[src/hdl/pcie_rq_pkg.sv]
// pcie rq bridge shared definitions
// beat widths, request codes, header and sideband field positions

`default_nettype none

package pcie_rq_pkg;

    // stream widths
    localparam int rq_data_w = 256;            // fixed beat width
    localparam int rq_keep_w = rq_data_w / 32; // one bit per dword
    localparam int rq_user_w = 60;             // rq sideband at 256 bits
    localparam int rc_user_w = 75;             // rc sideband at 256 bits

    // axi4-lite side
    localparam int axi_addr_w = 40;
    localparam int axi_data_w = 64;

    // snooped configuration word
    localparam int cfg_snoop_w = 128;
    localparam int cfg_zero_w = 7;     // low bits that must be clear
    localparam int cfg_base_lsb = 96;  // base address lives in the top dword
    localparam int cfg_base_w = 32;

    // pcie address and base merge point
    localparam int pcie_addr_w = 64;
    localparam int base_keep_lsb = 16; // axi supplies the bits below

    // request header layout, descriptor style
    localparam int hdr_w = 128;
    localparam int hdr_dwc_lsb = 64;   // dword count
    localparam int hdr_dwc_w = 11;
    localparam int hdr_type_lsb = 75;  // request type
    localparam int hdr_type_w = 4;
    localparam int hdr_tag_lsb = 96;
    localparam int hdr_tag_w = 8;

    // request types
    localparam logic [hdr_type_w-1:0] req_mem_read = 4'd0;
    localparam logic [hdr_type_w-1:0] req_mem_write = 4'd1;

    // fixed header values
    localparam logic [hdr_dwc_w-1:0] req_dword_count = 11'd2; // one qword
    localparam logic [3:0] rd_tag_prefix = 4'hf;              // reads tagged f0..ff

    // keep per request kind
    localparam logic [rq_keep_w-1:0] keep_rd = 8'h0f;  // header only
    localparam logic [rq_keep_w-1:0] keep_wr = 8'h3f;  // header plus qword

    // rq sideband byte enables
    localparam int usr_first_be_lsb = 0;
    localparam int usr_last_be_lsb = 4;
    localparam logic [3:0] be_all = 4'hf;

    // axi responses
    localparam logic [1:0] resp_okay = 2'b00;
    localparam logic [1:0] resp_slverr = 2'b10;

    // completion fields on the rc beat
    localparam int rc_payload_lsb = 96; // first data qword after descriptor
    localparam int rc_status_lsb = 43;
    localparam int rc_status_w = 3;

endpackage

`default_nettype wire

[src/hdl/rc_read_return.sv]
// completion to axi read data
// takes the first payload qword of an rc beat, flags bad status as slverr

`timescale 1ns/10ps
`default_nettype none

module rc_read_return (
    input  wire                                   clk,
    input  wire                                   rst,
    input  wire [pcie_rq_pkg::rq_data_w-1:0]      rc_tdata,
    input  wire                                   rc_tvalid,
    output logic                                  rc_tready,
    output logic [pcie_rq_pkg::axi_data_w-1:0]    rdata,
    output logic [1:0]                            rresp,
    output logic                                  rvalid,
    input  wire                                   rready
);
    import pcie_rq_pkg::*;

    logic                   take;
    logic [rc_status_w-1:0] cpl_status;

    assign cpl_status = rc_tdata[rc_status_lsb +: rc_status_w];

    // one completion in flight toward axi
    assign rc_tready = !rvalid;
    assign take = rc_tvalid && !rvalid;

    // payload, loaded only on take
    always_ff @(posedge clk) begin
        if (take) begin
            rdata <= rc_tdata[rc_payload_lsb +: axi_data_w];
            rresp <= (cpl_status != '0) ? resp_slverr : resp_okay;
        end
    end

    always_ff @(posedge clk) begin
        if (!rst) begin
            rvalid <= 1'b0;
        end else if (take) begin
            rvalid <= 1'b1;
        end else if (rready) begin
            rvalid <= 1'b0;  // held until axi master takes it
        end
    end

endmodule

`default_nettype wire

[config.mk]
export PLATFORM = sky130hd
export DESIGN_NAME = rc_read_return
export DESIGN_NICKNAME = d
export VERILOG_FILES = /design/src/hdl/pcie_rq_pkg.sv /design/src/hdl/rc_read_return.sv
export SDC_FILE = /design/constraint.sdc
export NUM_CORES = 1
export LEC_CHECK = 0
export BUFFER_PORTS_ARGS = -buffer_cell sky130_fd_sc_hd__buf_2
export CAP_MARGIN = 10
export CORE_AREA = 2 2 128 130
export CTS_CLUSTER_SIZE = 40
export DETAILED_ROUTE_END_ITERATION = 7
export DIE_AREA = 0 0 130 132
export PLACE_DENSITY = 0.43
export SYNTH_ARGS = -nofsm -noshare
export SYNTH_HDL_FRONTEND = slang
export SYNTH_SLANG_ARGS = --single-unit
export TNS_END_PERCENT = 100
[constraint.sdc]
create_clock -name clk -period 4.5 [get_ports clk]
set_input_delay 0 -clock clk [delete_from_list [all_inputs] [get_ports clk]]
set_output_delay 0 -clock clk [all_outputs]
set_load 0.02 [all_outputs]
# Word-level counts from Yosys, hierarchy flattened
# Index checks and enable logic that the tools add are counted.
# classes
n_reduce_logical	4
muxes	3
# ops
operator	count
$reduce_bool 3->1	1
$mux 1	2
$mux 2	1
$reduce_bool 2->1	1
$logic_and 1x1->1	1
$logic_not 1->1	1
# word_totals
out_inout_bits	68
inputBits	260
wordCells	10
regBits	67

# Longest topological paths before layout
# depth
word_depth	3
ltp_mapped	2
mapped_depth_nobuf	2

# Worst setup path before layout
# Ideal clock, no wire load.
# synth_path
kind	register to register
startpoint	reg rvalid
endpoint	reg rdata[0] in the netlist's numbering (enable)
synth_period_minus_slack_ns	3.789
setup_slack_ns	0.711
arrival_ns	3.295
stages_incl_launch_ff	2
required_ns	4.005
n_path_buf	0
setup_ns	0.495
cell_sequence	dfxtp_1 -> nor2b_1
# synth_between
elab_chain_cells	2
# synth_rtl
item	line	rtl
start: declaration	rc_read_return.sv:15	output logic rvalid,
start signal: assignment	rc_read_return.sv:39	rvalid <= 1'b0;
start signal: assignment	rc_read_return.sv:41	rvalid <= 1'b1;
start signal: assignment	rc_read_return.sv:43	rvalid <= 1'b0;
$logic_not 1->1	rc_read_return.sv:27	assign take = rc_tvalid && !rvalid;
$logic_and 1x1->1	rc_read_return.sv:27	
net take	rc_read_return.sv:20	logic take;
end signal: assignment	rc_read_return.sv:32	rdata <= rc_tdata[rc_payload_lsb +: axi_data_w];
end: declaration	rc_read_return.sv:13	output logic [pcie_rq_pkg::axi_data_w-1:0] rdata,
# The timed path passes the listed nets, and every way through them passes these cells.
# A chain may end at the register's enable or synchronous reset.

# Worst setup path in the final report
# layout_path
startpoint	reg rvalid
endpoint	reg rdata[14] in the netlist's numbering (enable)
# The elaborated chain is that of the path after synthesis.

==> qor.csv <==
metric,value,unit
status,completed,
first-pass GRT wire length,10.60,mm
Clock transition at path regs,0.06,ns
Layout Utilization,25.38,%
Crit path depth,2,
vias in the first global route,1821,
fin nets,549,
DP HPWL,5.179,mm
die height,132,um
DR vias/cell,3.035,
Fill cells,1653,
Synth Area in Simple Gates,0.8080,%
# diodes,0,
MaxCap Viol Count,0,
"Gates resized, CTS repair",0,
full die area,17160,um2
P_leak,0.001644,uW
Final period util,47.89,%
"Data arrival, critical path",2.15,ns
DRT Pass-1 Iters,2,
Remaining DRCs,0,
Critical-path top delay cell,nor2b_4,
Yosys reg bits,66,
Crit Path Class,reg2reg,
share of layout cells above drive strength 1,52.38,%
pin count of the biggest net entering global routing,39,
largest family of logic cells by synthesized area,simple AND/OR/NAND/NOR gates,
core region area,15710,um2
Placed Instance Area,2977,um2
Total GRT Usage,8.849,%
Final ANT Viol Nets,0,
drt initial violations,35,
Critical Path RT,4.49,ns
total CTS buffers,9,
DR vias,1548,
final hold slack,0.2955,ns
Post-Syn Instances,73,
Compound-Gate Fraction of Synth Area,0.4972,%
synthesized area per cell,27.58,um2
H-tree depth,3,
CTS Root Cell,clkbuf_16,
Overflow after GRT,0,
Fmax,464.0,MHz
final setup TNS,0,ns
Synth cell types,9,
clock latency on the worst-skew pair,0.33,ns
pre-CTS setup slack,2.270,ns
Max Clock Skew,0.004408,ns
final RePlAce weighted congestion,0.7214,
Power Density,424.1,nW/um2
worst hold path class,in2reg,
port bufs,137,
Crit path largest cell delay,0.91,ns
fin crit period,2.155,ns
R2R cell count,2,
Startpoint Class,register,
"CP delay by family, top",simple AND/OR/NAND/NOR gates,
Initial Util,12.81,%
Yosys warnings,0,
IO Count,328,
post-synthesis adder-cell area fraction,0,%
"Hold Violations, Final",0,
Post-Syn Area,2013,um2
Max transition margin,22.78,%
area grow syn2layout,98.07,%
CTS Buffer Depth,2,
Worst-Margin Slew,1.156,ns
Slew Limit Fails,0,
worst path buffer plus inverter count,1,
peak supply drop,201.4,uV
row count,46,
Final Setup Violations,0,
Avg WL per Cell,14.04,um
Synth Area in XOR/XNOR,0,%
Clock Sink Count,66,
final instance area,3988,um2
crit path capture type,register,
hold depth,2,
post-synthesis mux area share,0,%
"Max FO, Critical Path",38,
crit path cell chain,"nor2b_4, buf_4",
TritonCTS clock tree,yes,
"Seq/Total Area, Yosys",97.95,%
Chip Width,130,um
syn nets,333,
drt total wl,7.161,mm
setup ws final,2.345,ns
RSZ-0062 raised after global routing,false,
initial antenna violation count,1,
-- report_power, final --
part | switching, uW | internal [uW] | total (uW)
combinational | 101 | 85.1 | 186
sequential | 10.0 | 721 | 731
clock | 258 | 515 | 774
total | 370 | 1320 | 1690
-- cell usage in the layout, fill, tap and decap left out --
cell type / netlist / routed
conb_1: 1 / 1
edfxtp_1: 65 / 65
buf_2: 0 / 137
buf_4: 1 / 1
or3_1: 1 / 1
clkinv_2: 0 / 1
clkbuf_16: 0 / 9
nor2b_4: 0 / 1
clkbuf_8: 0 / 2
nand2_1: 1 / 1
dfxtp_1: 1 / 1
clkinv_4: 0 / 1
clkbuf_1: 0 / 1
dlygate4sd3_1: 0 / 68
bufinv_16: 0 / 2
o211a_1: 1 / 1
inv_1: 1 / 1
-- worst register-to-register path, cell delays in order (launching register included) --
cell     delay, ns
dfxtp_1       0.36
nor2b_4       0.91
buf_4         0.52
-- cells in the mapped netlist, drive strengths merged --
cell     n  share of area, %
or3      1              0.31
buf      1              0.37
inv      1              0.19
nand2    1              0.19
dfxtp    1              0.99
o211a    1              0.50
nor2b    1              0.31
conb     1              0.19
edfxtp  65                97
-- final cells by class --
cell class                      count  area (um2)  share of cell area (%)
Multi-Input combinational cell      5       37.54                  0.9413
Timing Repair Buffer              206        1374                   34.45
Clock inverter                      4       73.82                   1.851
Sequential cell                    66        1972                   49.45
Inverter                            1       3.754                 0.09413
Clock buffer                       12       256.5                   6.432
Tap cell                          216       270.3                   6.778
-- cells by family (layout without fill, tap and decap cells) --
| group | count (synthesis) | after routing |
|---|---|---|
| flip-flops | 66 | 66 |
| other | 1 | 1 |
| AND/OR/NAND/NOR | 3 | 3 |
| AO/OA/AOI/OAI | 1 | 1 |
| buffers and inverters | 2 | 223 |
-- what timing repair did --
action                     4_1_cts  5_1_grt
hold endpoints to repair        66        0
setup endpoints to repair        0        0
hold buffers                    68        0
setup buffers                    0        0
-- per-layer routing --
layer / wire, um / part of all wire, % / track usage (%) / vias up
li1: - / - / - / 721
met1: 2772 / 39 / 9.345 / 711
met2: 2935 / 41 / 11.98 / 102
met3: 1349 / 19 / 9.091 / 12
met4: 90 / 1.3 / 2.688 / 2
met5: 13 / 0.18 / 0 / -
-- worst paths after layout --
| check | startpoint | to | slack, ns |
|---|---|---|---|
| setup / recovery | rvalid | rdata[14] | 2.34 |
| hold / removal | rc_tvalid | rdata[45] | 0.30 |
| setup reg to reg | rvalid | rdata[14] | 2.34 |
| hold reg to reg | rvalid | rdata[45] | 0.91 |
-- state kept, by name, indices dropped and copies added (netlist names) --
signal,cells
rvalid,1
rresp,1
rdata,64
-- per-stage QoR --
| stage | instances | total power [uW] |
|---|---|---|
| floorplan | 73 | 809.1 |
| global placement | 426 | 884.0 |
| detailed placement | 426 | 885.0 |
| CTS | 510 | 1731 |
| global route | 510 | 1767 |
| finish | 510 | 1691 |
(Power assumes the default switching activity.)
