File: src/hdl/pcie_rq_pkg.sv
// pcie rq bridge shared definitions
// beat widths, request codes, header and sideband field positions

`default_nettype none

package pcie_rq_pkg;

    // stream widths
    localparam int rq_data_w = 256;            // fixed beat width
    localparam int rq_keep_w = rq_data_w / 32; // one bit per dword
    localparam int rq_user_w = 60;             // rq sideband at 256 bits
    localparam int rc_user_w = 75;             // rc sideband at 256 bits

    // axi4-lite side
    localparam int axi_addr_w = 40;
    localparam int axi_data_w = 64;

    // snooped configuration word
    localparam int cfg_snoop_w = 128;
    localparam int cfg_zero_w = 7;     // low bits that must be clear
    localparam int cfg_base_lsb = 96;  // base address lives in the top dword
    localparam int cfg_base_w = 32;

    // pcie address and base merge point
    localparam int pcie_addr_w = 64;
    localparam int base_keep_lsb = 16; // axi supplies the bits below

    // request header layout, descriptor style
    localparam int hdr_w = 128;
    localparam int hdr_dwc_lsb = 64;   // dword count
    localparam int hdr_dwc_w = 11;
    localparam int hdr_type_lsb = 75;  // request type
    localparam int hdr_type_w = 4;
    localparam int hdr_tag_lsb = 96;
    localparam int hdr_tag_w = 8;

    // request types
    localparam logic [hdr_type_w-1:0] req_mem_read = 4'd0;
    localparam logic [hdr_type_w-1:0] req_mem_write = 4'd1;

    // fixed header values
    localparam logic [hdr_dwc_w-1:0] req_dword_count = 11'd2; // one qword
    localparam logic [3:0] rd_tag_prefix = 4'hf;              // reads tagged f0..ff

    // keep per request kind
    localparam logic [rq_keep_w-1:0] keep_rd = 8'h0f;  // header only
    localparam logic [rq_keep_w-1:0] keep_wr = 8'h3f;  // header plus qword

    // rq sideband byte enables
    localparam int usr_first_be_lsb = 0;
    localparam int usr_last_be_lsb = 4;
    localparam logic [3:0] be_all = 4'hf;

    // axi responses
    localparam logic [1:0] resp_okay = 2'b00;
    localparam logic [1:0] resp_slverr = 2'b10;

    // completion fields on the rc beat
    localparam int rc_payload_lsb = 96; // first data qword after descriptor
    localparam int rc_status_lsb = 43;
    localparam int rc_status_w = 3;

endpackage

`default_nettype wire

File: src/hdl/cfg_base_snoop.sv
// base address capture
// latches the pcie base once from a snooped configuration word

`timescale 1ns/10ps
`default_nettype none

module cfg_base_snoop (
    input  wire                                   clk,
    input  wire                                   rst,
    input  wire [pcie_rq_pkg::cfg_snoop_w-1:0]    cfg_snoop_data,
    output logic [pcie_rq_pkg::pcie_addr_w-1:0]   base_addr
);
    import pcie_rq_pkg::*;

    logic                  captured;  // set once, stays set until reset
    logic [cfg_base_w-1:0] base_lo;
    logic                  snoop_hit;

    // word qualifies when low bits clear and base dword non-zero
    assign snoop_hit = (cfg_snoop_data[cfg_zero_w-1:0] == '0)
                    && (cfg_snoop_data[cfg_base_lsb +: cfg_base_w] != '0);

    always_ff @(posedge clk) begin
        if (!rst) begin
            captured <= 1'b0;
            base_lo  <= '0;      // zero base until first capture
        end else if (snoop_hit && !captured) begin
            captured <= 1'b1;
            base_lo  <= cfg_snoop_data[cfg_base_lsb +: cfg_base_w];
        end
    end

    // upper half of the base always zero
    assign base_addr = {{(pcie_addr_w-cfg_base_w){1'b0}}, base_lo};

endmodule

`default_nettype wire

File: config.mk
export PLATFORM = sky130hd
export DESIGN_NAME = cfg_base_snoop
export DESIGN_NICKNAME = d
export VERILOG_FILES = /design/src/hdl/pcie_rq_pkg.sv /design/src/hdl/cfg_base_snoop.sv
export SDC_FILE = /design/constraint.sdc
export NUM_CORES = 1
export LEC_CHECK = 0
export ABC_AREA = 1
export BUFFER_PORTS_ARGS = -buffer_cell sky130_fd_sc_hd__buf_2
export CAP_MARGIN = 20
export CORE_MARGIN = 8
export CORE_UTILIZATION = 32
export DETAILED_ROUTE_END_ITERATION = 8
export GPL_TIMING_DRIVEN = 1
export PLACE_DENSITY_LB_ADDON = 0.25
export SLEW_MARGIN = 20
export SYNTH_ARGS = -nofsm -noshare
export SYNTH_HDL_FRONTEND = slang
export SYNTH_SLANG_ARGS = --single-unit
File: constraint.sdc
create_clock -name clk -period 1.32 [get_ports clk]
set_clock_uncertainty 0.2 [all_clocks]
set_input_delay 0.066 -clock clk [delete_from_list [all_inputs] [get_ports clk]]
set_output_delay 0.066 -clock clk [all_outputs]
set_load 0.02 [all_outputs]
# Word-level counts from Yosys, hierarchy flattened

Cells that the tools add are included.

Reduce and logical (&&, ||, !) cells: 5

Operators by type and width:

| cell                | number |
|---|---|
| nonzero test 32 bit | 1 |
| zero test 7 bit     | 1 |
| logical AND 1 bit   | 2 |
| zero test 1 bit     | 1 |

Input port bits: 130
Register bits after elaboration: 33
Output and inout port bits: 64
Logic and storage cells: 7

# Longest topological paths before layout

Word-level depth: 3
Mapped depth: 10

# Least setup slack after synthesis

OpenSTA, ideal clock, no wires.

Path type: register -> register
From: reg captured
To: reg base_lo[0]
Setup time: 0.064 ns
Arrival: 1.069 ns
Stages on the path, launching flop included: 9
Clock period less this slack: 1.333 ns
Buffers on the path: 1
Data required time: 1.056 ns
Path slack: -0.013 ns
Cell sequence: dfxtp_1 > nor2_1 > nand2_1 > nor2_4 > inv_2 > nor2_4 > buf_6 > nor2_1 > nor2_1

Cells in the longest elaborated chain, start to end: 2

Ends and longest elaborated chain:

| item                   | line                 | source |
|---|---|---|
| from (decl)            | cfg_base_snoop.sv:15 | `logic captured;` |
| from (signal assigned) | cfg_base_snoop.sv:25 | `captured <= 1'b0;` |
| from (signal assigned) | cfg_base_snoop.sv:28 | `captured <= 1'b1;` |
| zero test 1 bit        | cfg_base_snoop.sv:27 | `end else if (snoop_hit && !captured) begin` |
| logical AND 1 bit      | cfg_base_snoop.sv:27 |  |
| to (signal assigned)   | cfg_base_snoop.sv:29 | `base_lo <= cfg_snoop_data[cfg_base_lsb +: cfg_base_w];` |
| to (decl)              | cfg_base_snoop.sv:16 | `logic [cfg_base_w-1:0] base_lo;` |

Every way passes these cells.
A chain may end at the register's enable or synchronous reset.

# Final worst setup path

From: reg captured
To: reg base_lo[27]

The elaborated chain is that of the path after synthesis.

==> flow_metrics.env <==
export IMPL_cts_made_buffers=5
export IMPL_path_class="register to register"
export IMPL_fp_dieH_um=91.9
export IMPL_grt_max_degree=34
export IMPL_syn_area_per_cell_um2=6.29
export IMPL_fmax_mhz=714
export IMPL_synth_top_cell_area_share_pct=35.8
export IMPL_antenna_found_initial=0
export IMPL_cts_tree="built"
export IMPL_fp_row_count=27
export IMPL_drv_cap=0
export IMPL_drc=0
export IMPL_p_leak_nw=1.46
export IMPL_critPathMaxStageDelay_ns=0.32
export IMPL_wl_per_cell_um=11.1
export IMPL_firstDrtPassIters=4
export IMPL_fin_nets=536
export IMPL_die_area_um2=8450
export IMPL_critPathArrivalTime_ns=1.42
export IMPL_yosys_area_top_type="dfxtp_1"
export IMPL_yosysMostFrequentCell="nor2_1"
export IMPL_grt_overflow_total=0
export IMPL_path_cells="nor2_1 > nand2_1 > nor2_4 > inv_2 > nor2_4 > buf_6 > nor2_1 > nor2_1"
export IMPL_status="finished, violations left"
export IMPL_area_delta_synth_final_pct=43.7
export IMPL_power_mw=2.12
export IMPL_wirelength_mm=5.33
export IMPL_yosys_warnings=0
export IMPL_worst_slack_ns=-0.0797
export IMPL_path_clk_slew_ns=0.07
export IMPL_ys_ff_latch=33
export IMPL_crit_family="simple AND/OR/NAND/NOR gates"
export IMPL_slew_viol_final=0
export IMPL_drive_gt1_share_pct=26.4
export IMPL_critPathLaunchType="register"
export IMPL_slowest_stage="dfxtp_1"
export IMPL_timing_hold_ws_ns=0.00720
export IMPL_cts_max_level=2
export IMPL_io_buffers=72
export IMPL_initial_core_util_pct=33.3
export IMPL_ys_flop_type="dfxtp_1"
export IMPL_yosysSeqAreaShare_pct=35.8
export IMPL_synth_distinct_cells=12
export IMPL_final_setup_viol_count=33
export IMPL_powerDensity_nw_per_um2=801
export IMPL_cp_max_fo=8
export IMPL_crit_top_cell="nor2_1"
export IMPL_grt_pass1_vias=2003
export IMPL_syn_area_um2=1840
export IMPL_via_per_inst=4.06
export IMPL_ioPinCount=194
export IMPL_clock_latency_ns=0.28
export IMPL_antenna_cells=0
export IMPL_required_ns=1.34
export IMPL_vias=1943
export IMPL_dpl_hpwl_mm=3.68
export IMPL_crit_buf_inv=2
export IMPL_failed_checks="setup timing"
export IMPL_synth_area_leaders="dfxtp_1 36%, nor2_1 19%, buf_4 13%"
export IMPL_synth_edf_count=0
export IMPL_die_w_um=91.9
export IMPL_cp_end_kind="register"
export IMPL_drtIter0Drc=82
export IMPL_fill_cells=608
export IMPL_ir_worst_vdd_mv=0.321
export IMPL_ant_nets=0
export IMPL_rsz0062_at_grt="yes"
export IMPL_hold_class="input port to register"
export IMPL_regArea_um2=661
export IMPL_synth_common_cells="92 x nor2_1, 49 x nand2_1, 36 x inv_1"
export IMPL_grt_usage_pct=12.7
export IMPL_fin_crit_ns=1.40
export IMPL_final_hold_violation_count=0
export IMPL_netlist_instances=293
export IMPL_async_reset_ff_share_pct=0
export IMPL_grt_pass1_wl_mm=8.94
export IMPL_gp_congestion=0.737
export IMPL_min_period_over_period_pct=106
export IMPL_clockRootBuffer="clkbuf_8"
export IMPL_multiInputGateArea_um2=856
export IMPL_clock_path_buffers=2
export IMPL_coreArea_um2=5540
export IMPL_cts_sinks=33
==> power breakdown <==
group,leakage [nW],switching [mW],internal (mW)
sequential,0.266,0.00351,1.00
clock,0.0443,0.336,0.413
combinational,1.15,0.206,0.160
==> tightest hold or removal path, stage by stage <==
cell     delay (ns)
buf_2          0.09
buf_4          0.09
inv_1          0.03
nand3_1        0.06
nand2_1        0.04
nor2_1         0.07
==> what timing repair did <==
item | CTS | global route
buffers inserted | 5 | 0
gates resized for setup | 8 | 1
setup endpoints to repair | 33 | 33
hold buffers | 23 | 0
pin swaps | 2 | 1
cloned | 1 | 1
endpoints found under the hold margin | 23 | 0
==> cell usage in the layout, fill, tap and decap left out <==
cell	Yosys	routed
dlygate4sd3_1	0	23
dfxtp_1	33	33
nor2_2	0	1
clkbuf_8	0	6
buf_6	3	4
nor2_4	2	3
buf_4	32	17
nor2_1	92	91
nand3_1	34	34
buf_8	0	1
clkbuf_1	4	1
buf_12	0	2
conb_1	1	32
inv_2	1	1
buf_2	6	72
nand2_1	49	49
inv_1	36	36
==> kinds of logic (layout without fill, tap and decap cells) <==
kind of cell / count (synthesis) / in the layout / share of synthesized area [%]
buffers and inverters: 82 / 163 / 24.8
flip-flops: 33 / 33 / 35.8
other: 1 / 32 / 0.203
AND/OR/NAND/NOR: 177 / 178 / 39.1
==> layer usage <==
metal,wire [um],share of wire [%],GRT usage [%]
met5,0,0,0
met4,29,0.54,3.22
met3,463,8.7,4.89
met2,2470,46,21.8
met1,2370,44,14.3
==> cell type report <==
class                           count  share of cell area (%)
Multi-Input combinational cell    210                    32.3
Inverter                           37                    5.24
Tap cell                           72                    3.40
Sequential cell                    33                    24.9
Timing Repair Buffer              119                    30.9
Clock buffer                        7                    3.26
==> stage by stage <==
stage	setup TNS (ns)	instances	utilization [%]	cell area [um^2]	setup WS (ns)
final	-1.46	478	47.8	2650	-0.0797
after global routing	-5.39	478	47.8	2650	-0.193
after CTS	-1.49	477	47.7	2640	-0.0712
after detailed placement	-11.54	441	40.7	2250	-0.372
after global placement	-11.07	441	40.7	2250	-0.348
after floorplan	0	324	-	1960	0.00928
==> state kept, by name, summed over array words and instances (netlist names) <==
register	count
base_lo	32
captured	1
==> final timing paths <==
kind / start / slack (ns) / cells past startpoint / end
max: captured / -0.08 / 8 / base_lo[27]
max reg2reg: captured / -0.08 / 8 / base_lo[27]
min: cfg_snoop_data[117] / 0.007 / 6 / base_lo[21]
min reg2reg: base_lo[1] / 0.28 / 2 / base_lo[1]
Power figures use the tool's default switching activity.
