**config.mk**
```make
export PLATFORM = sky130hd
export DESIGN_NAME = rq_tlp_builder_flat
export DESIGN_NICKNAME = d
export VERILOG_FILES = /design/src/hdl/pcie_rq_pkg.sv /design/src/hdl/rq_beat_if.sv /design/src/hdl/rq_tlp_builder.sv /design/src/flat_wrapper.sv
export SDC_FILE = /design/constraint.sdc
export NUM_CORES = 1
export LEC_CHECK = 0
export ABC_AREA = 1
export ABC_CLOCK_PERIOD_IN_PS = 1300
export BUFFER_PORTS_ARGS = -buffer_cell sky130_fd_sc_hd__buf_4
export CAP_MARGIN = 20
export CORE_AREA = 2 2 216 218
export CTS_BUF_LIST = sky130_fd_sc_hd__clkbuf_8 sky130_fd_sc_hd__clkbuf_16
export DETAILED_ROUTE_END_ITERATION = 6
export DIE_AREA = 0 0 218 220
export PLACE_DENSITY_LB_ADDON = 0.08
export SLEW_MARGIN = 25
export SYNTH_ARGS = -nofsm -noshare
export SYNTH_HDL_FRONTEND = slang
export SYNTH_SLANG_ARGS = --single-unit
export TNS_END_PERCENT = 20
```
**constraint.sdc**
```tcl
create_clock -name clk -period 1.3 [get_ports clk]
set_input_delay 0.26 -clock clk [delete_from_list [all_inputs] [get_ports clk]]
set_output_delay 0.26 -clock clk [all_outputs]
set_load 0.005 [all_outputs]
```
**src/hdl/pcie_rq_pkg.sv**
```systemverilog
// pcie rq bridge shared definitions
// beat widths, request codes, header and sideband field positions

`default_nettype none

package pcie_rq_pkg;

    // stream widths
    localparam int rq_data_w = 256;            // fixed beat width
    localparam int rq_keep_w = rq_data_w / 32; // one bit per dword
    localparam int rq_user_w = 60;             // rq sideband at 256 bits
    localparam int rc_user_w = 75;             // rc sideband at 256 bits

    // axi4-lite side
    localparam int axi_addr_w = 40;
    localparam int axi_data_w = 64;

    // snooped configuration word
    localparam int cfg_snoop_w = 128;
    localparam int cfg_zero_w = 7;     // low bits that must be clear
    localparam int cfg_base_lsb = 96;  // base address lives in the top dword
    localparam int cfg_base_w = 32;

    // pcie address and base merge point
    localparam int pcie_addr_w = 64;
    localparam int base_keep_lsb = 16; // axi supplies the bits below

    // request header layout, descriptor style
    localparam int hdr_w = 128;
    localparam int hdr_dwc_lsb = 64;   // dword count
    localparam int hdr_dwc_w = 11;
    localparam int hdr_type_lsb = 75;  // request type
    localparam int hdr_type_w = 4;
    localparam int hdr_tag_lsb = 96;
    localparam int hdr_tag_w = 8;

    // request types
    localparam logic [hdr_type_w-1:0] req_mem_read = 4'd0;
    localparam logic [hdr_type_w-1:0] req_mem_write = 4'd1;

    // fixed header values
    localparam logic [hdr_dwc_w-1:0] req_dword_count = 11'd2; // one qword
    localparam logic [3:0] rd_tag_prefix = 4'hf;              // reads tagged f0..ff

    // keep per request kind
    localparam logic [rq_keep_w-1:0] keep_rd = 8'h0f;  // header only
    localparam logic [rq_keep_w-1:0] keep_wr = 8'h3f;  // header plus qword

    // rq sideband byte enables
    localparam int usr_first_be_lsb = 0;
    localparam int usr_last_be_lsb = 4;
    localparam logic [3:0] be_all = 4'hf;

    // axi responses
    localparam logic [1:0] resp_okay = 2'b00;
    localparam logic [1:0] resp_slverr = 2'b10;

    // completion fields on the rc beat
    localparam int rc_payload_lsb = 96; // first data qword after descriptor
    localparam int rc_status_lsb = 43;
    localparam int rc_status_w = 3;

endpackage

`default_nettype wire

```
**src/hdl/rq_beat_if.sv**
```systemverilog
// one rq tlp beat with valid/ready handshake
// links the request builder to the output fifo

`timescale 1ns/10ps
`default_nettype none

interface rq_beat_if;
    import pcie_rq_pkg::*;

    logic [rq_data_w-1:0] data;
    logic [rq_keep_w-1:0] keep;  // dword keep
    logic                 last;
    logic [rq_user_w-1:0] user;  // rq sideband
    logic                 valid;
    logic                 ready; // from fifo, not half full

    // builder side
    modport src (
        output data, keep, last, user, valid,
        input  ready
    );

    // fifo side
    modport snk (
        input  data, keep, last, user, valid,
        output ready
    );

endinterface

`default_nettype wire

```
**src/hdl/rq_tlp_builder.sv**
```systemverilog
// rq request builder
// arbitrates axi4-lite reads and writes into one-beat mem rd/wr tlps,
// keeps the read tag counter and the write response

`timescale 1ns/10ps
`default_nettype none

module rq_tlp_builder (
    input  wire                                   clk,
    input  wire                                   rst,
    input  wire [pcie_rq_pkg::pcie_addr_w-1:0]    base_addr,

    // read address
    input  wire [pcie_rq_pkg::axi_addr_w-1:0]     araddr,
    input  wire                                   arvalid,
    output logic                                  arready,

    // write address and data
    input  wire [pcie_rq_pkg::axi_addr_w-1:0]     awaddr,
    input  wire                                   awvalid,
    output logic                                  awready,
    input  wire [pcie_rq_pkg::axi_data_w-1:0]     wdata,
    input  wire                                   wvalid,
    output logic                                  wready,

    // write response
    output logic [1:0]                            bresp,
    output logic                                  bvalid,
    input  wire                                   bready,

    rq_beat_if.src                                rq
);
    import pcie_rq_pkg::*;

    logic                  rd_sel;   // read wins whenever offered
    logic                  wr_req;
    logic                  rd_go;
    logic                  wr_go;
    logic [3:0]            tag_cnt;  // rolling read tag, low nibble
    logic                  bvalid_q;
    logic [axi_addr_w-1:0] req_addr;
    logic [hdr_w-1:0]      hdr;
    logic [rq_user_w-1:0]  user;

    assign rd_sel = arvalid;
    // write needs both channels and a free response slot
    assign wr_req = awvalid && wvalid && !bvalid_q;

    assign rd_go = rd_sel && rq.ready;
    assign wr_go = !rd_sel && wr_req && rq.ready;

    assign arready = rd_go;
    assign awready = wr_go;  // aw and w taken together
    assign wready  = wr_go;

    assign req_addr = rd_sel ? araddr : awaddr;

    // request header
    always_comb begin
        hdr = '0;  // poisoned, req id, completer id, tc, attr all zero
        // base above the keep point, axi offset below
        hdr[pcie_addr_w-1:0] = {base_addr[pcie_addr_w-1:base_keep_lsb],
                                req_addr[base_keep_lsb-1:0]};
        hdr[hdr_dwc_lsb +: hdr_dwc_w] = req_dword_count;
        if (rd_sel) begin
            hdr[hdr_type_lsb +: hdr_type_w] = req_mem_read;
            hdr[hdr_tag_lsb +: hdr_tag_w] = {rd_tag_prefix, tag_cnt};
        end else begin
            hdr[hdr_type_lsb +: hdr_type_w] = req_mem_write;
            hdr[hdr_tag_lsb +: hdr_tag_w] = '0;  // posted, no tag
        end
    end

    // sideband, only byte enables used
    always_comb begin
        user = '0;
        user[usr_first_be_lsb +: 4] = be_all;  // first be
        user[usr_last_be_lsb +: 4] = be_all;   // last be
    end

    // beat assembly
    always_comb begin
        if (rd_sel) begin
            rq.data = {{(rq_data_w-hdr_w){1'b0}}, hdr};
            rq.keep = keep_rd;
        end else begin
            // write qword right after the header
            rq.data = {{(rq_data_w-hdr_w-axi_data_w){1'b0}}, wdata, hdr};
            rq.keep = keep_wr;
        end
    end

    assign rq.valid = rd_sel || wr_req;
    assign rq.last  = 1'b1;  // always single beat
    assign rq.user  = user;

    always_ff @(posedge clk) begin
        if (!rst) begin
            tag_cnt  <= '0;
            bvalid_q <= 1'b0;
        end else begin
            if (rd_go) begin
                tag_cnt <= tag_cnt + 4'd1;  // wraps f -> 0
            end
            if (wr_go) begin
                bvalid_q <= 1'b1;  // response on the accepting edge
            end else if (bready) begin
                bvalid_q <= 1'b0;
            end
        end
    end

    assign bvalid = bvalid_q;
    assign bresp  = resp_okay;  // writes never fail here

endmodule

`default_nettype wire

```
**src/flat_wrapper.sv**
```systemverilog
// flat-port wrapper written by rule: the top's interface ports become plain ports
module rq_tlp_builder_flat import pcie_rq_pkg::*;
  (clk, rst, base_addr, araddr, arvalid, arready, awaddr, awvalid, awready, wdata, wvalid, wready, bresp, bvalid, bready, rq_data, rq_keep, rq_last, rq_user, rq_valid, rq_ready);
  rq_beat_if rq_i ();
  input  wire clk;
  input  wire rst;
  input  wire [pcie_rq_pkg::pcie_addr_w-1:0] base_addr;
  input  wire [pcie_rq_pkg::axi_addr_w-1:0] araddr;
  input  wire arvalid;
  output logic arready;
  input  wire [pcie_rq_pkg::axi_addr_w-1:0] awaddr;
  input  wire awvalid;
  output logic awready;
  input  wire [pcie_rq_pkg::axi_data_w-1:0] wdata;
  input  wire wvalid;
  output logic wready;
  output logic [1:0] bresp;
  output logic bvalid;
  input  wire bready;
  output wire logic [$bits(rq_i.data)-1:0] rq_data;
  output wire logic [$bits(rq_i.keep)-1:0] rq_keep;
  output wire logic [$bits(rq_i.last)-1:0] rq_last;
  output wire logic [$bits(rq_i.user)-1:0] rq_user;
  output wire logic [$bits(rq_i.valid)-1:0] rq_valid;
  input wire logic [$bits(rq_i.ready)-1:0] rq_ready;
  assign rq_data = rq_i.data;
  assign rq_keep = rq_i.keep;
  assign rq_last = rq_i.last;
  assign rq_user = rq_i.user;
  assign rq_valid = rq_i.valid;
  assign rq_i.ready = rq_ready;
  rq_tlp_builder u_core (.clk(clk), .rst(rst), .base_addr(base_addr), .araddr(araddr), .arvalid(arvalid), .arready(arready), .awaddr(awaddr), .awvalid(awvalid), .awready(awready), .wdata(wdata), .wvalid(wvalid), .wready(wready), .bresp(bresp), .bvalid(bvalid), .bready(bready), .rq(rq_i));
endmodule
```
# After elaboration in Yosys (flattened, before gate mapping)
# Cells that the tools add are included.
op_classes:
  n_addsub: 1
  muxes: 7
  n_reduce_logical: 9
ops:
  columns: ["operator", "n"]
  rows:
  - ["$mux W192", 1]
  - ["$mux W16", 1]
  - ["$mux W8", 1]
  - ["$mux W6", 1]
  - ["$logic_and A1 B1 Y1", 5]
  - ["$add A4 B1 Y4 const B", 1]
  - ["$mux W1", 3]
  - ["$logic_not A1 Y1", 2]
  - ["$reduce_bool A2 Y1", 1]
  - ["$logic_or A1 B1 Y1", 1]
totals:
  register_bits: 5
  inputBits: 215
  out_inout_bits: 332
  elab_cells: 19

# Depth between registers and ports, before layout
# Gate-level depths: netlist of the first run.
depth:
  word_depth: 5
  ltp_mapped: 6
  ltp_nobuf: 5

# Worst setup path after synthesis of the first run
# Ideal clock, no wire load.
synth_path:
  kind: "input -> output"
  startpoint: "input arvalid"
  endpoint: "output rq_data[131]"
  arrival_time_ns: 0.764
  required_time_ns: 1.040
  slack_ns: 0.276
  cell_stages: 4
  path_buffers: 3
  path_cell_list: "buf_6 buf_6 buf_12 nor2_4"
synth_via:
  elab_chain_cells: 1
synth_lines:
  columns: ["item", "line_no", "text"]
  rows:
  - ["from (decl)", "flat_wrapper.sv:9", "input wire arvalid;"]
  - ["$mux W192", "rq_tlp_builder.sv:83", "if (rd_sel) begin"]
  - ["to (decl)", "flat_wrapper.sv:20", "output wire logic [$bits(rq_i.data)-1:0] rq_data;"]
# No other way between the ends.

# Worst setup path in the final report of the first run
layout_path:
  startpoint: "input arvalid"
  endpoint: "output rq_data[176]"
# The elaborated chain is that of the path after synthesis.

==> impl_metrics.py, run 1 <==
metrics = {
    "global_routing": {
        "grt_first_pass_wirelength_um": 12200,
        "grt_usage": 0.0331,
        "overflow": 0,
        "grt_max_degree": 18,
        "antenna_found_initial": 0,
        "grt_pass1_vias": 2148,
    },
    "sta": {
        "finalSetupViolCount": 0,
        "skew_ns": 0.00269,
        "final.setup.tns_ns": 0,
        "post-route-period-util": 0.943,
        "finalHoldViolations": 0,
        "slew_violations": 0,
        "post-route-min-period_ns": 1.23,
        "rsz0062_at_grt": "no",
        "clock.fmax_mhz": 816,
    },
    "clock_tree": {
        "insertion_delay_ns": 0.23,
        "cts_max_level": 1,
        "numCtsBuffers": 3,
        "cts_tree": "built",
        "cts_sinks": 5,
        "cts_buffer_depth": 2,
        "root_buffer": "clkbuf_16",
        "cts_hold_buffers": 0,
        "clk_pin_slew_worst_paths_ns": 0.04,
    },
    "layout": {
        "multi_input_area_um2": 1340,
        "n_antenna_cell": 0,
        "nets": 847,
        "fin_area_um2": 4260,
        "nFillCells": 5501,
        "seqCellArea_um2": 100,
        "layout.cells.non_filler": 1237,
        "area_growth_syn_to_layout_pct": 43.3,
        "layout-drive-gt1-share": 0.370,
    },
    "die": {
        "ioPinCount": 547,
        "die_area_um2": 48000,
        "dieHeight_um": 220,
        "rows": 79,
        "die_x_um": 218,
        "coreArea_um2": 45900,
        "start_util": 0.0649,
    },
    "yosys": {
        "ys_seq_area_frac": 0.0336,
        "synthFlopType": "dfxtp_1",
        "avgSynthCellArea_um2": 6.21,
        "synthTopCellsByCount": "244 x buf_4, 76 x inv_1, 61 x nor2_1",
        "synth_most_common_cell": "buf_4",
        "synth-seq-cells": 5,
        "synth_top_area_cell": "buf_4",
        "synthCells": 479,
        "async_flop_share": 0,
        "yosysTopAreaCellShare": 0.616,
        "yosysUniqueCellTypes": 18,
        "yosys_warnings": 0,
        "synth.top_cells.by_area": "buf_4 62%, inv_1 9.6%, nor2_1 7.7%",
        "synth_edf_count": 0,
        "synth_area_um2": 2980,
    },
    "status": {
        "status": "complete, no violations",
    },
    "flow_run": {
        "cap_violations": 0,
    },
    "min_path": {
        "hold_class": "in2reg",
        "hold_depth": 4,
    },
    "worst_setup_path": {
        "slowest_stage": "buf_12",
        "crit_fanout": 17,
        "timing.critical_path.arrival_ns": 0.97,
        "cp.required_ns": 1.04,
        "critPathLaunchType": "primary input",
        "worstSetupPathType": "in2out",
        "worst_path_largest_cell_delay_ns": 0.16,
        "end_kind": "output pin",
        "reg2regPathDepth": 3,
        "crit_chain": "buf_4, buf_12, buf_12, nor2_1, buf_4",
    },
    "drt": {
        "dr_total_vias": 2531,
        "drtIter0Drc": 52,
        "via_per_inst": 2.05,
        "wl_per_cell_um": 7.60,
        "drc": 0,
        "antenna_left": 0,
        "routed_wl_um": 9400,
        "dr.pass1.iters": 4,
    },
    "power_and_ir_drop": {
        "max-vdd-ir-drop_mv": 0.287,
        "p_leak_nw": 2.53,
        "powerDensity_nw_per_um2": 382,
    },
    "placement": {
        "port-buffer-count": 198,
        "dp_hpwl_um": 8540,
        "dpl.cell_count": 1233,
        "dpl_cell_area_um2": 4180,
        "gp_congestion": 0.590,
    },
}
## layer usage
| layer | GRT usage | share of wire |
|---|---|---|
| met4 | 0.0107 | 0.027 |
| met5 | 0 | 0 |
| met1 | 0.0318 | 0.31 |
| met2 | 0.0628 | 0.53 |
| met3 | 0.0149 | 0.14 |
## worst paths after layout
kind	from	to	slack, ns
setup / recovery	arvalid	rq_data[176]	0.07
hold / removal	bready	u_core.bvalid$_SDFFE_PN0P_	0.29
hold reg to reg	u_core.bvalid$_SDFFE_PN0P_	u_core.bvalid$_SDFFE_PN0P_	0.51
setup reg to reg	u_core.tag_cnt[0]$_SDFFE_PN0P_	u_core.tag_cnt[1]$_SDFFE_PN0P_	0.35
## stage by stage
step	hold slack, ns	setup WS (ns)	util	power, mW
6_report	0.293	0.0745	0.0929	1.63
5_1_grt	0.312	0.00958	0.0929	1.79
4_1_cts	0.304	0.0360	0.0929	1.66
3_5_place_dp	0.504	0.0377	0.0912	1.14
3_3_place_gp	0.508	0.0400	0.0912	1.16
2_1_floorplan	0.380	0.276	-	1.09
## layout by cell type, fill, tap and decap left out
| cell type | n |
|---|---|
| a21oi_1 | 2 |
| buf_12 | 6 |
| buf_4 | 209 |
| clkbuf_16 | 3 |
| conb_1 | 188 |
| dfxtp_1 | 5 |
| ha_1 | 1 |
| inv_1 | 77 |
| inv_2 | 2 |
| nand2_1 | 58 |
| nand2_4 | 1 |
| nand3_1 | 1 |
| nor2_1 | 60 |
| nor2_2 | 1 |
| nor2_4 | 11 |
| nor3_1 | 2 |
| o21ai_0 | 1 |
| o21ai_1 | 2 |
## sequential cells by signal, summed over array words and instances, names as in the netlist
signal and cells:
u_core.bvalid 1, u_core.tag_cnt 4
## what timing repair did
action | 4_1_cts | 5_1_grt
gates resized for setup | 0 | 2
buffers inserted | 0 | 0
endpoints found under the setup margin | 0 | 2
## power breakdown
part           switching (mW)  internal [mW]
Combinational           0.449          0.508
Clock                   0.108          0.399
Sequential            0.00604          0.160
## worst max-delay path: cells and delay by family
| family | cells | cell delay [ns] |
|---|---|---|
| buf+inv | 4 | 0.57 |
| simple gates | 1 | 0.11 |
## layout make-up
cell class / count / share of cell area
repair buffers: 215 / 0.396
multi-input cells: 328 / 0.315
well taps: 607 / 0.178
inverters: 78 / 0.0687
flip-flops and latches: 5 / 0.0235
clock buffers: 3 / 0.0176
clock inverters: 1 / 0.000881
## cells by family after synthesis
kind of cell,after synthesis,share of synthesized area
simple gates,134,0.201
flops,5,0.0336
buf+inv,332,0.751
other cells,2,0.00252
compound gates,5,0.00841
fa+ha+maj,1,0.00420
No activity file was read; power rests on OpenSTA's default activity.
==> run 2, diff against run 1 <==
--- a/config.mk
+++ b/config.mk
@@ -9,6 +9,8 @@
 export ABC_CLOCK_PERIOD_IN_PS = 1300
 export BUFFER_PORTS_ARGS = -buffer_cell sky130_fd_sc_hd__buf_4
 export CAP_MARGIN = 20
+export CELL_PAD_IN_SITES_DETAIL_PLACEMENT = 0
+export CELL_PAD_IN_SITES_GLOBAL_PLACEMENT = 2
 export CORE_AREA = 2 2 216 218
 export CTS_BUF_LIST = sky130_fd_sc_hd__clkbuf_8 sky130_fd_sc_hd__clkbuf_16
 export DETAILED_ROUTE_END_ITERATION = 6
==> run 2 against run 1 <==
  * Count of clock-buffer cells in the layout unchanged
  * First-iteration DRC count increased by 19%
  * Global-route usage increased by 0.67 points
  * Sequential share of layout area about the same
  * Critical endpoint is now rq_data[146]
  * Die area unchanged
  * Core utilization decreased by 0.18 points
  * Largest cell class unchanged
  * Final cell count decreased by 0.73%
  * Combinational power decreased by 0.4%
==> impl_metrics.py, run 2 (synthesized netlist as in run 1, its figures left out) <==
metrics = {
    "clock_tree": {
        "root_buffer": "clkbuf_16",
        "cts_buffer_depth": 2,
        "postCtsSetupBuffers": 0,
        "cts_tree": "built",
        "cts_max_level": 1,
        "numCtsBuffers": 3,
        "clk_pin_slew_worst_paths_ns": 0.03,
        "cts_hold_buffers": 0,
        "cts_sinks": 5,
        "insertion_delay_ns": 0.23,
    },
    "layout": {
        "layout-drive-gt1-share": 0.362,
        "final_common_cell": "buf_4",
        "top_register": "u_core.tag_cnt",
        "final_cell_mix": "201 x buf_4, 188 x conb_1, 76 x inv_1, 60 x nor2_1, 58 x nand2_1",
        "layout.cells.non_filler": 1228,
        "nets": 838,
        "area_growth_syn_to_layout_pct": 40.5,
        "n_antenna_cell": 0,
        "largest_reg_flops": 4,
    },
    "die": {
        "ioPinCount": 547,
        "start_util": 0.0649,
        "coreArea_um2": 45900,
        "die_x_um": 218,
        "rows": 79,
        "die_area_um2": 48000,
        "dieHeight_um": 220,
    },
    "worst_setup_path": {
        "startpoint": "arvalid",
        "worstSetupPathType": "in2out",
        "timing.critical_path.arrival_ns": 0.95,
        "rrSetupSlack_ns": 0.33,
        "critPathLaunchType": "primary input",
        "cp.required_ns": 1.04,
        "r2r_start": "u_core.tag_cnt[1]$_SDFFE_PN0P_",
        "end_kind": "output pin",
        "crit_fanout": 47,
    },
    "power_and_ir_drop": {
        "seqPwrFrac": 0.102,
        "internal_power_mw": 1.04,
        "pwr-share-clk": 0.311,
        "swShare": 0.357,
        "power_mw": 1.63,
        "max-vdd-ir-drop_mv": 0.231,
        "switchingPower_uw": 581,
        "powerDensity_nw_per_um2": 389,
        "p_leak_nw": 2.48,
        "combPwrFrac": 0.586,
    },
    "placement": {
        "dp_hpwl_um": 10300,
        "post-place-ws_ns": -0.0341,
        "port-buffer-count": 198,
        "dpl.cell_count": 1224,
        "gp_congestion": 0.678,
    },
    "min_path": {
        "hold_class": "in2reg",
        "hold_start": "bready",
    },
    "drt": {
        "dr_total_vias": 2535,
        "dr.pass1.iters": 4,
        "routed_wl_um": 11300,
        "wl_per_cell_um": 9.17,
        "drc": 0,
        "antenna_left": 0,
        "via_per_inst": 2.06,
        "drtIter0Drc": 62,
    },
    "global_routing": {
        "antenna_found_initial": 0,
        "overflow": 0,
        "grt_pass1_vias": 2380,
        "grt_first_pass_wirelength_um": 14600,
        "grt_usage": 0.0399,
        "grt_max_degree": 48,
    },
    "sta": {
        "post-route-min-period_ns": 1.21,
        "skew_ns": 0.0000917,
        "finalSetupViolCount": 0,
        "rsz0062_at_grt": "no",
        "clock.fmax_mhz": 824,
        "setup_slack_ns": 0.0863,
        "slew_violations": 0,
        "final.setup.tns_ns": 0,
        "post-route-period-util": 0.934,
        "finalHoldViolations": 0,
    },
    "flow_run": {
        "cap_violations": 0,
    },
    "status": {
        "status": "complete, no violations",
    },
}
==> run 2: what timing repair did <==
| action | 4_1_cts | 5_1_grt |
|---|---|---|
| setup endpoints to repair | 35 | 3 |
| endpoints found under the hold margin | 0 | 0 |
| gates cloned | 0 | 0 |
| resized for setup | 2 | 2 |
==> run 2: power by group through the flow <==
stage | registers [mW] | logic, mW | clock network [mW]
floorplan | 0.166 | 0.928 | 0
global placement | 0.168 | 0.984 | 0
detailed placement | 0.169 | 0.960 | 0
CTS | 0.166 | 0.967 | 0.519
global route | 0.167 | 1.08 | 0.535
finish | 0.166 | 0.953 | 0.506
==> run 2: final timing paths <==
kind | endpoint | cells past startpoint
worst max-delay path | rq_data[146] | 4
worst min-delay path | u_core.bvalid$_SDFFE_PN0P_ | 4
worst max register to register | u_core.tag_cnt[1]$_SDFFE_PN0P_ | 3
worst min register to register | u_core.bvalid$_SDFFE_PN0P_ | 2
==> run 2: layout make-up <==
class                           instances  area [um2]
Inverter                               78         293
Multi-Input combinational cell        328        1340
Clock buffer                            3        75.1
Tap cell                              607         759
Clock inverter                          1        3.75
Fill cell                            5492       41700
Sequential cell                         5         100
Timing Repair Buffer                  206        1610
==> run 2: per-layer routing <==
metal  vias to the layer above  GRT usage  share of wire
li1                       1209          -              -
met1                      1104     0.0346           0.29
met2                       204     0.0794           0.56
met3                        18     0.0226           0.14
met4                         0    0.00658          0.010
met5                         -          0              0
==> run 2: stage by stage <==
step	area (um2)	hold WS, ns	util
floorplan	3670	0.380	-
global placement	4090	0.505	0.0892
detailed placement	4090	0.511	0.0892
CTS	4180	0.295	0.0911
global route	4180	0.310	0.0912
finish	4180	0.293	0.0912
==> run 2: worst max-delay path: stages <==
cell	delay, ns
buf_6	0.14
buf_16	0.27
nor2_1	0.10
buf_4	0.14
==> run 3, diff against run 2 <==
--- a/config.mk
+++ b/config.mk
@@ -5,16 +5,15 @@
 export SDC_FILE = /design/constraint.sdc
 export NUM_CORES = 1
 export LEC_CHECK = 0
-export ABC_AREA = 1
 export ABC_CLOCK_PERIOD_IN_PS = 1300
 export BUFFER_PORTS_ARGS = -buffer_cell sky130_fd_sc_hd__buf_4
 export CAP_MARGIN = 20
 export CELL_PAD_IN_SITES_DETAIL_PLACEMENT = 0
 export CELL_PAD_IN_SITES_GLOBAL_PLACEMENT = 2
-export CORE_AREA = 2 2 216 218
+export CORE_AREA = 2 2 213 215
 export CTS_BUF_LIST = sky130_fd_sc_hd__clkbuf_8 sky130_fd_sc_hd__clkbuf_16
 export DETAILED_ROUTE_END_ITERATION = 6
-export DIE_AREA = 0 0 218 220
+export DIE_AREA = 0 0 215 217
 export PLACE_DENSITY_LB_ADDON = 0.08
 export SLEW_MARGIN = 25
 export SYNTH_ARGS = -nofsm -noshare
==> run 3 against run 2 <==
  * The flow now finishes with violations (negative setup slack)
  * Final cell count down 8.5%
  * Design area rose by 3.1%
  * Global-route usage is 1.4 points higher
  * Maximum frequency down 15%
  * Total power rose by 6.6%
  * Setup slack got worse by 0.22 ns
  * Die area shrank 2.7%
  * Core utilization increased by 0.53 points
  * Synthesized cell count down 24%
  * Register-to-register slack got worse by 0.08 ns
  * Count of clock-buffer cells in the layout unchanged
==> impl_metrics.py, run 3 <==
metrics = {
    "status": {
        "status": "finished with violations",
        "violations": "negative setup slack",
    },
    "die": {
        "rows": 78,
        "dieHeight_um": 217,
        "start_util": 0.0612,
        "coreArea_um2": 44700,
        "die_x_um": 215,
        "ioPinCount": 547,
        "die_area_um2": 46700,
    },
    "drt": {
        "wl_met1_um": 4100,
        "routed.top_layer": "met4",
        "dr_wl_met2_um": 7850,
        "wl_per_cell_um": 12.8,
        "routed_wl_um": 14400,
        "antenna_left": 0,
        "drtIter0Drc": 35,
        "dr.pass1.iters": 4,
        "drc": 0,
        "via_per_inst": 2.01,
        "wl_met3_um": 1940,
        "dr_total_vias": 2259,
    },
    "power_and_ir_drop": {
        "switchingPower_uw": 579,
        "internal_power_mw": 1.15,
        "powerDensity_nw_per_um2": 402,
        "combPwrFrac": 0.608,
        "seqPwrFrac": 0.095,
        "pwr-share-clk": 0.296,
        "swShare": 0.334,
        "p_leak_nw": 2.19,
        "max-vdd-ir-drop_mv": 0.453,
        "power_mw": 1.73,
    },
    "layout": {
        "seqCellArea_um2": 100,
        "nets": 741,
        "final_cell_mix": "201 x buf_4, 188 x conb_1, 50 x nor2b_1, 13 x buf_6, 10 x nor2b_2",
        "largest_reg_flops": 4,
        "n_antenna_cell": 0,
        "nFillCells": 5298,
        "layout-drive-gt1-share": 0.496,
        "top_register": "u_core.tag_cnt",
        "area_growth_syn_to_layout_pct": 57.7,
        "final_common_cell": "buf_4",
        "multi_input_area_um2": 1530,
    },
    "yosys": {
        "yosysTopAreaCellShare": 0.673,
        "synth-seq-cells": 5,
        "synth_edf_count": 0,
        "async_flop_share": 0,
        "synth_top_area_cell": "buf_4",
        "synthFlopType": "dfxtp_1",
        "synth_most_common_cell": "buf_4",
        "synthTopCellsByCount": "245 x buf_4, 62 x nor2b_1, 16 x mux2_2",
        "ys_seq_area_frac": 0.0366,
        "yosys_warnings": 0,
        "yosysUniqueCellTypes": 22,
        "synth.top_cells.by_area": "buf_4 67%, nor2b_1 14%, mux2_2 6.6%",
        "avgSynthCellArea_um2": 7.49,
        "synthCells": 365,
        "synth_area_um2": 2730,
    },
    "sta": {
        "clock.fmax_mhz": 697,
        "finalSetupViolCount": 5,
        "setup_slack_ns": -0.135,
        "slew_violations": 0,
        "post-route-period-util": 1.10,
        "finalHoldViolations": 0,
        "skew_ns": 0.00608,
        "post-route-min-period_ns": 1.43,
        "rsz0062_at_grt": "yes",
        "whs_ns": 0.302,
    },
    "clock_tree": {
        "cts_max_level": 1,
        "numCtsBuffers": 3,
        "root_buffer": "clkbuf_16",
        "cts_buffer_depth": 2,
        "cts_tree": "built",
        "insertion_delay_ns": 0.23,
        "cts_sinks": 5,
        "clk_pin_slew_worst_paths_ns": 0.04,
    },
    "placement": {
        "port-buffer-count": 198,
        "dp_hpwl_um": 12800,
        "gp_congestion": 0.745,
        "post-place-ws_ns": -0.121,
    },
    "global_routing": {
        "overflow": 0,
        "antenna_found_initial": 0,
        "grt_pass1_vias": 2246,
        "grt_usage": 0.0535,
        "grt_first_pass_wirelength_um": 17500,
        "grt_max_degree": 19,
    },
    "flow_run": {
        "cap_violations": 0,
    },
    "worst_setup_path": {
        "critPathLaunchType": "flop",
        "cp.required_ns": 1.04,
        "worstSetupPathType": "reg2out",
        "end_kind": "output pin",
        "timing.critical_path.arrival_ns": 1.17,
        "crit_fanout": 3,
    },
    "min_path": {
        "hold_class": "in2reg",
    },
}
[run 3: final cells by class]
class	count	area share
flip-flops and latches	5	0.0232
multi-input cells	291	0.354
clock buffers	3	0.0174
repair buffers	222	0.429
well taps	600	0.174
inverters	2	0.00174
clock inverters	1	0.000871
[run 3: path summary, 6_finish.rpt]
| check | start | endpoint | slack, ns | depth (start not counted) |
|---|---|---|---|---|
| max | u_core.bvalid$_SDFFE_PN0P_ | awready | -0.13 | 4 |
| max reg2reg | u_core.tag_cnt[1]$_SDFFE_PN0P_ | u_core.tag_cnt[2]$_SDFFE_PN0P_ | 0.25 | 4 |
| min | rst | u_core.bvalid$_SDFFE_PN0P_ | 0.30 | 2 |
| min reg2reg | u_core.tag_cnt[3]$_SDFFE_PN0P_ | u_core.tag_cnt[3]$_SDFFE_PN0P_ | 0.50 | 2 |
[run 3: power by group through the flow]
stage | clock (mW) | combinational (mW) | sequential [mW]
after global routing | 0.548 | 1.17 | 0.166
after detailed placement | 0 | 0.967 | 0.168
final | 0.513 | 1.05 | 0.165
after floorplan | 0 | 0.870 | 0.165
after global placement | 0 | 0.986 | 0.167
after CTS | 0.534 | 1.01 | 0.165
[run 3: kinds of logic (layout without fill, tap and decap cells)]
family | count (synthesis) | after routing | synth area share
buf+inv | 255 | 228 | 0.688
simple gates | 80 | 80 | 0.186
mux | 16 | 16 | 0.0659
flops | 5 | 5 | 0.0366
compound gates | 4 | 4 | 0.0101
other cells | 2 | 188 | 0.00275
xor+xnor | 2 | 2 | 0.00641
fa+ha+maj | 1 | 1 | 0.00458
[run 3: routing by layer]
| metal | global-route usage | up-vias |
|---|---|---|
| met5 | 0 | - |
| met4 | 0.0189 | 0 |
| met3 | 0.0314 | 30 |
| met2 | 0.107 | 257 |
| met1 | 0.0417 | 975 |
| li1 | - | 997 |
[run 3: through the flow]
| step | utilization | TNS (ns) | instances | area [um2] |
|---|---|---|---|---|
| 2_1_floorplan | - | 0 | 551 | 3430 |
| 3_3_place_gp | 0.0888 | -1.58 | 1116 | 3970 |
| 3_5_place_dp | 0.0888 | -1.62 | 1116 | 3970 |
| 4_1_cts | 0.0930 | -1.06 | 1122 | 4160 |
| 5_1_grt | 0.0964 | -0.728 | 1124 | 4310 |
| 6_report | 0.0964 | -0.415 | 1124 | 4310 |
[run 3: worst max-delay path, cell delays in order, from the launching register on]
cell      delay [ns]
dfxtp_1         0.30
nand3b_1        0.20
nor3b_2         0.17
buf_4           0.16
buf_6           0.10
[run 3: timing repair]
item	4_1_cts	5_1_grt
endpoints found under the hold margin	0	0
cloned	1	2
hold buffers	0	0
resized for setup	19	32
endpoints found under the setup margin	38	39
setup buffers	1	0
pin swaps	1	0
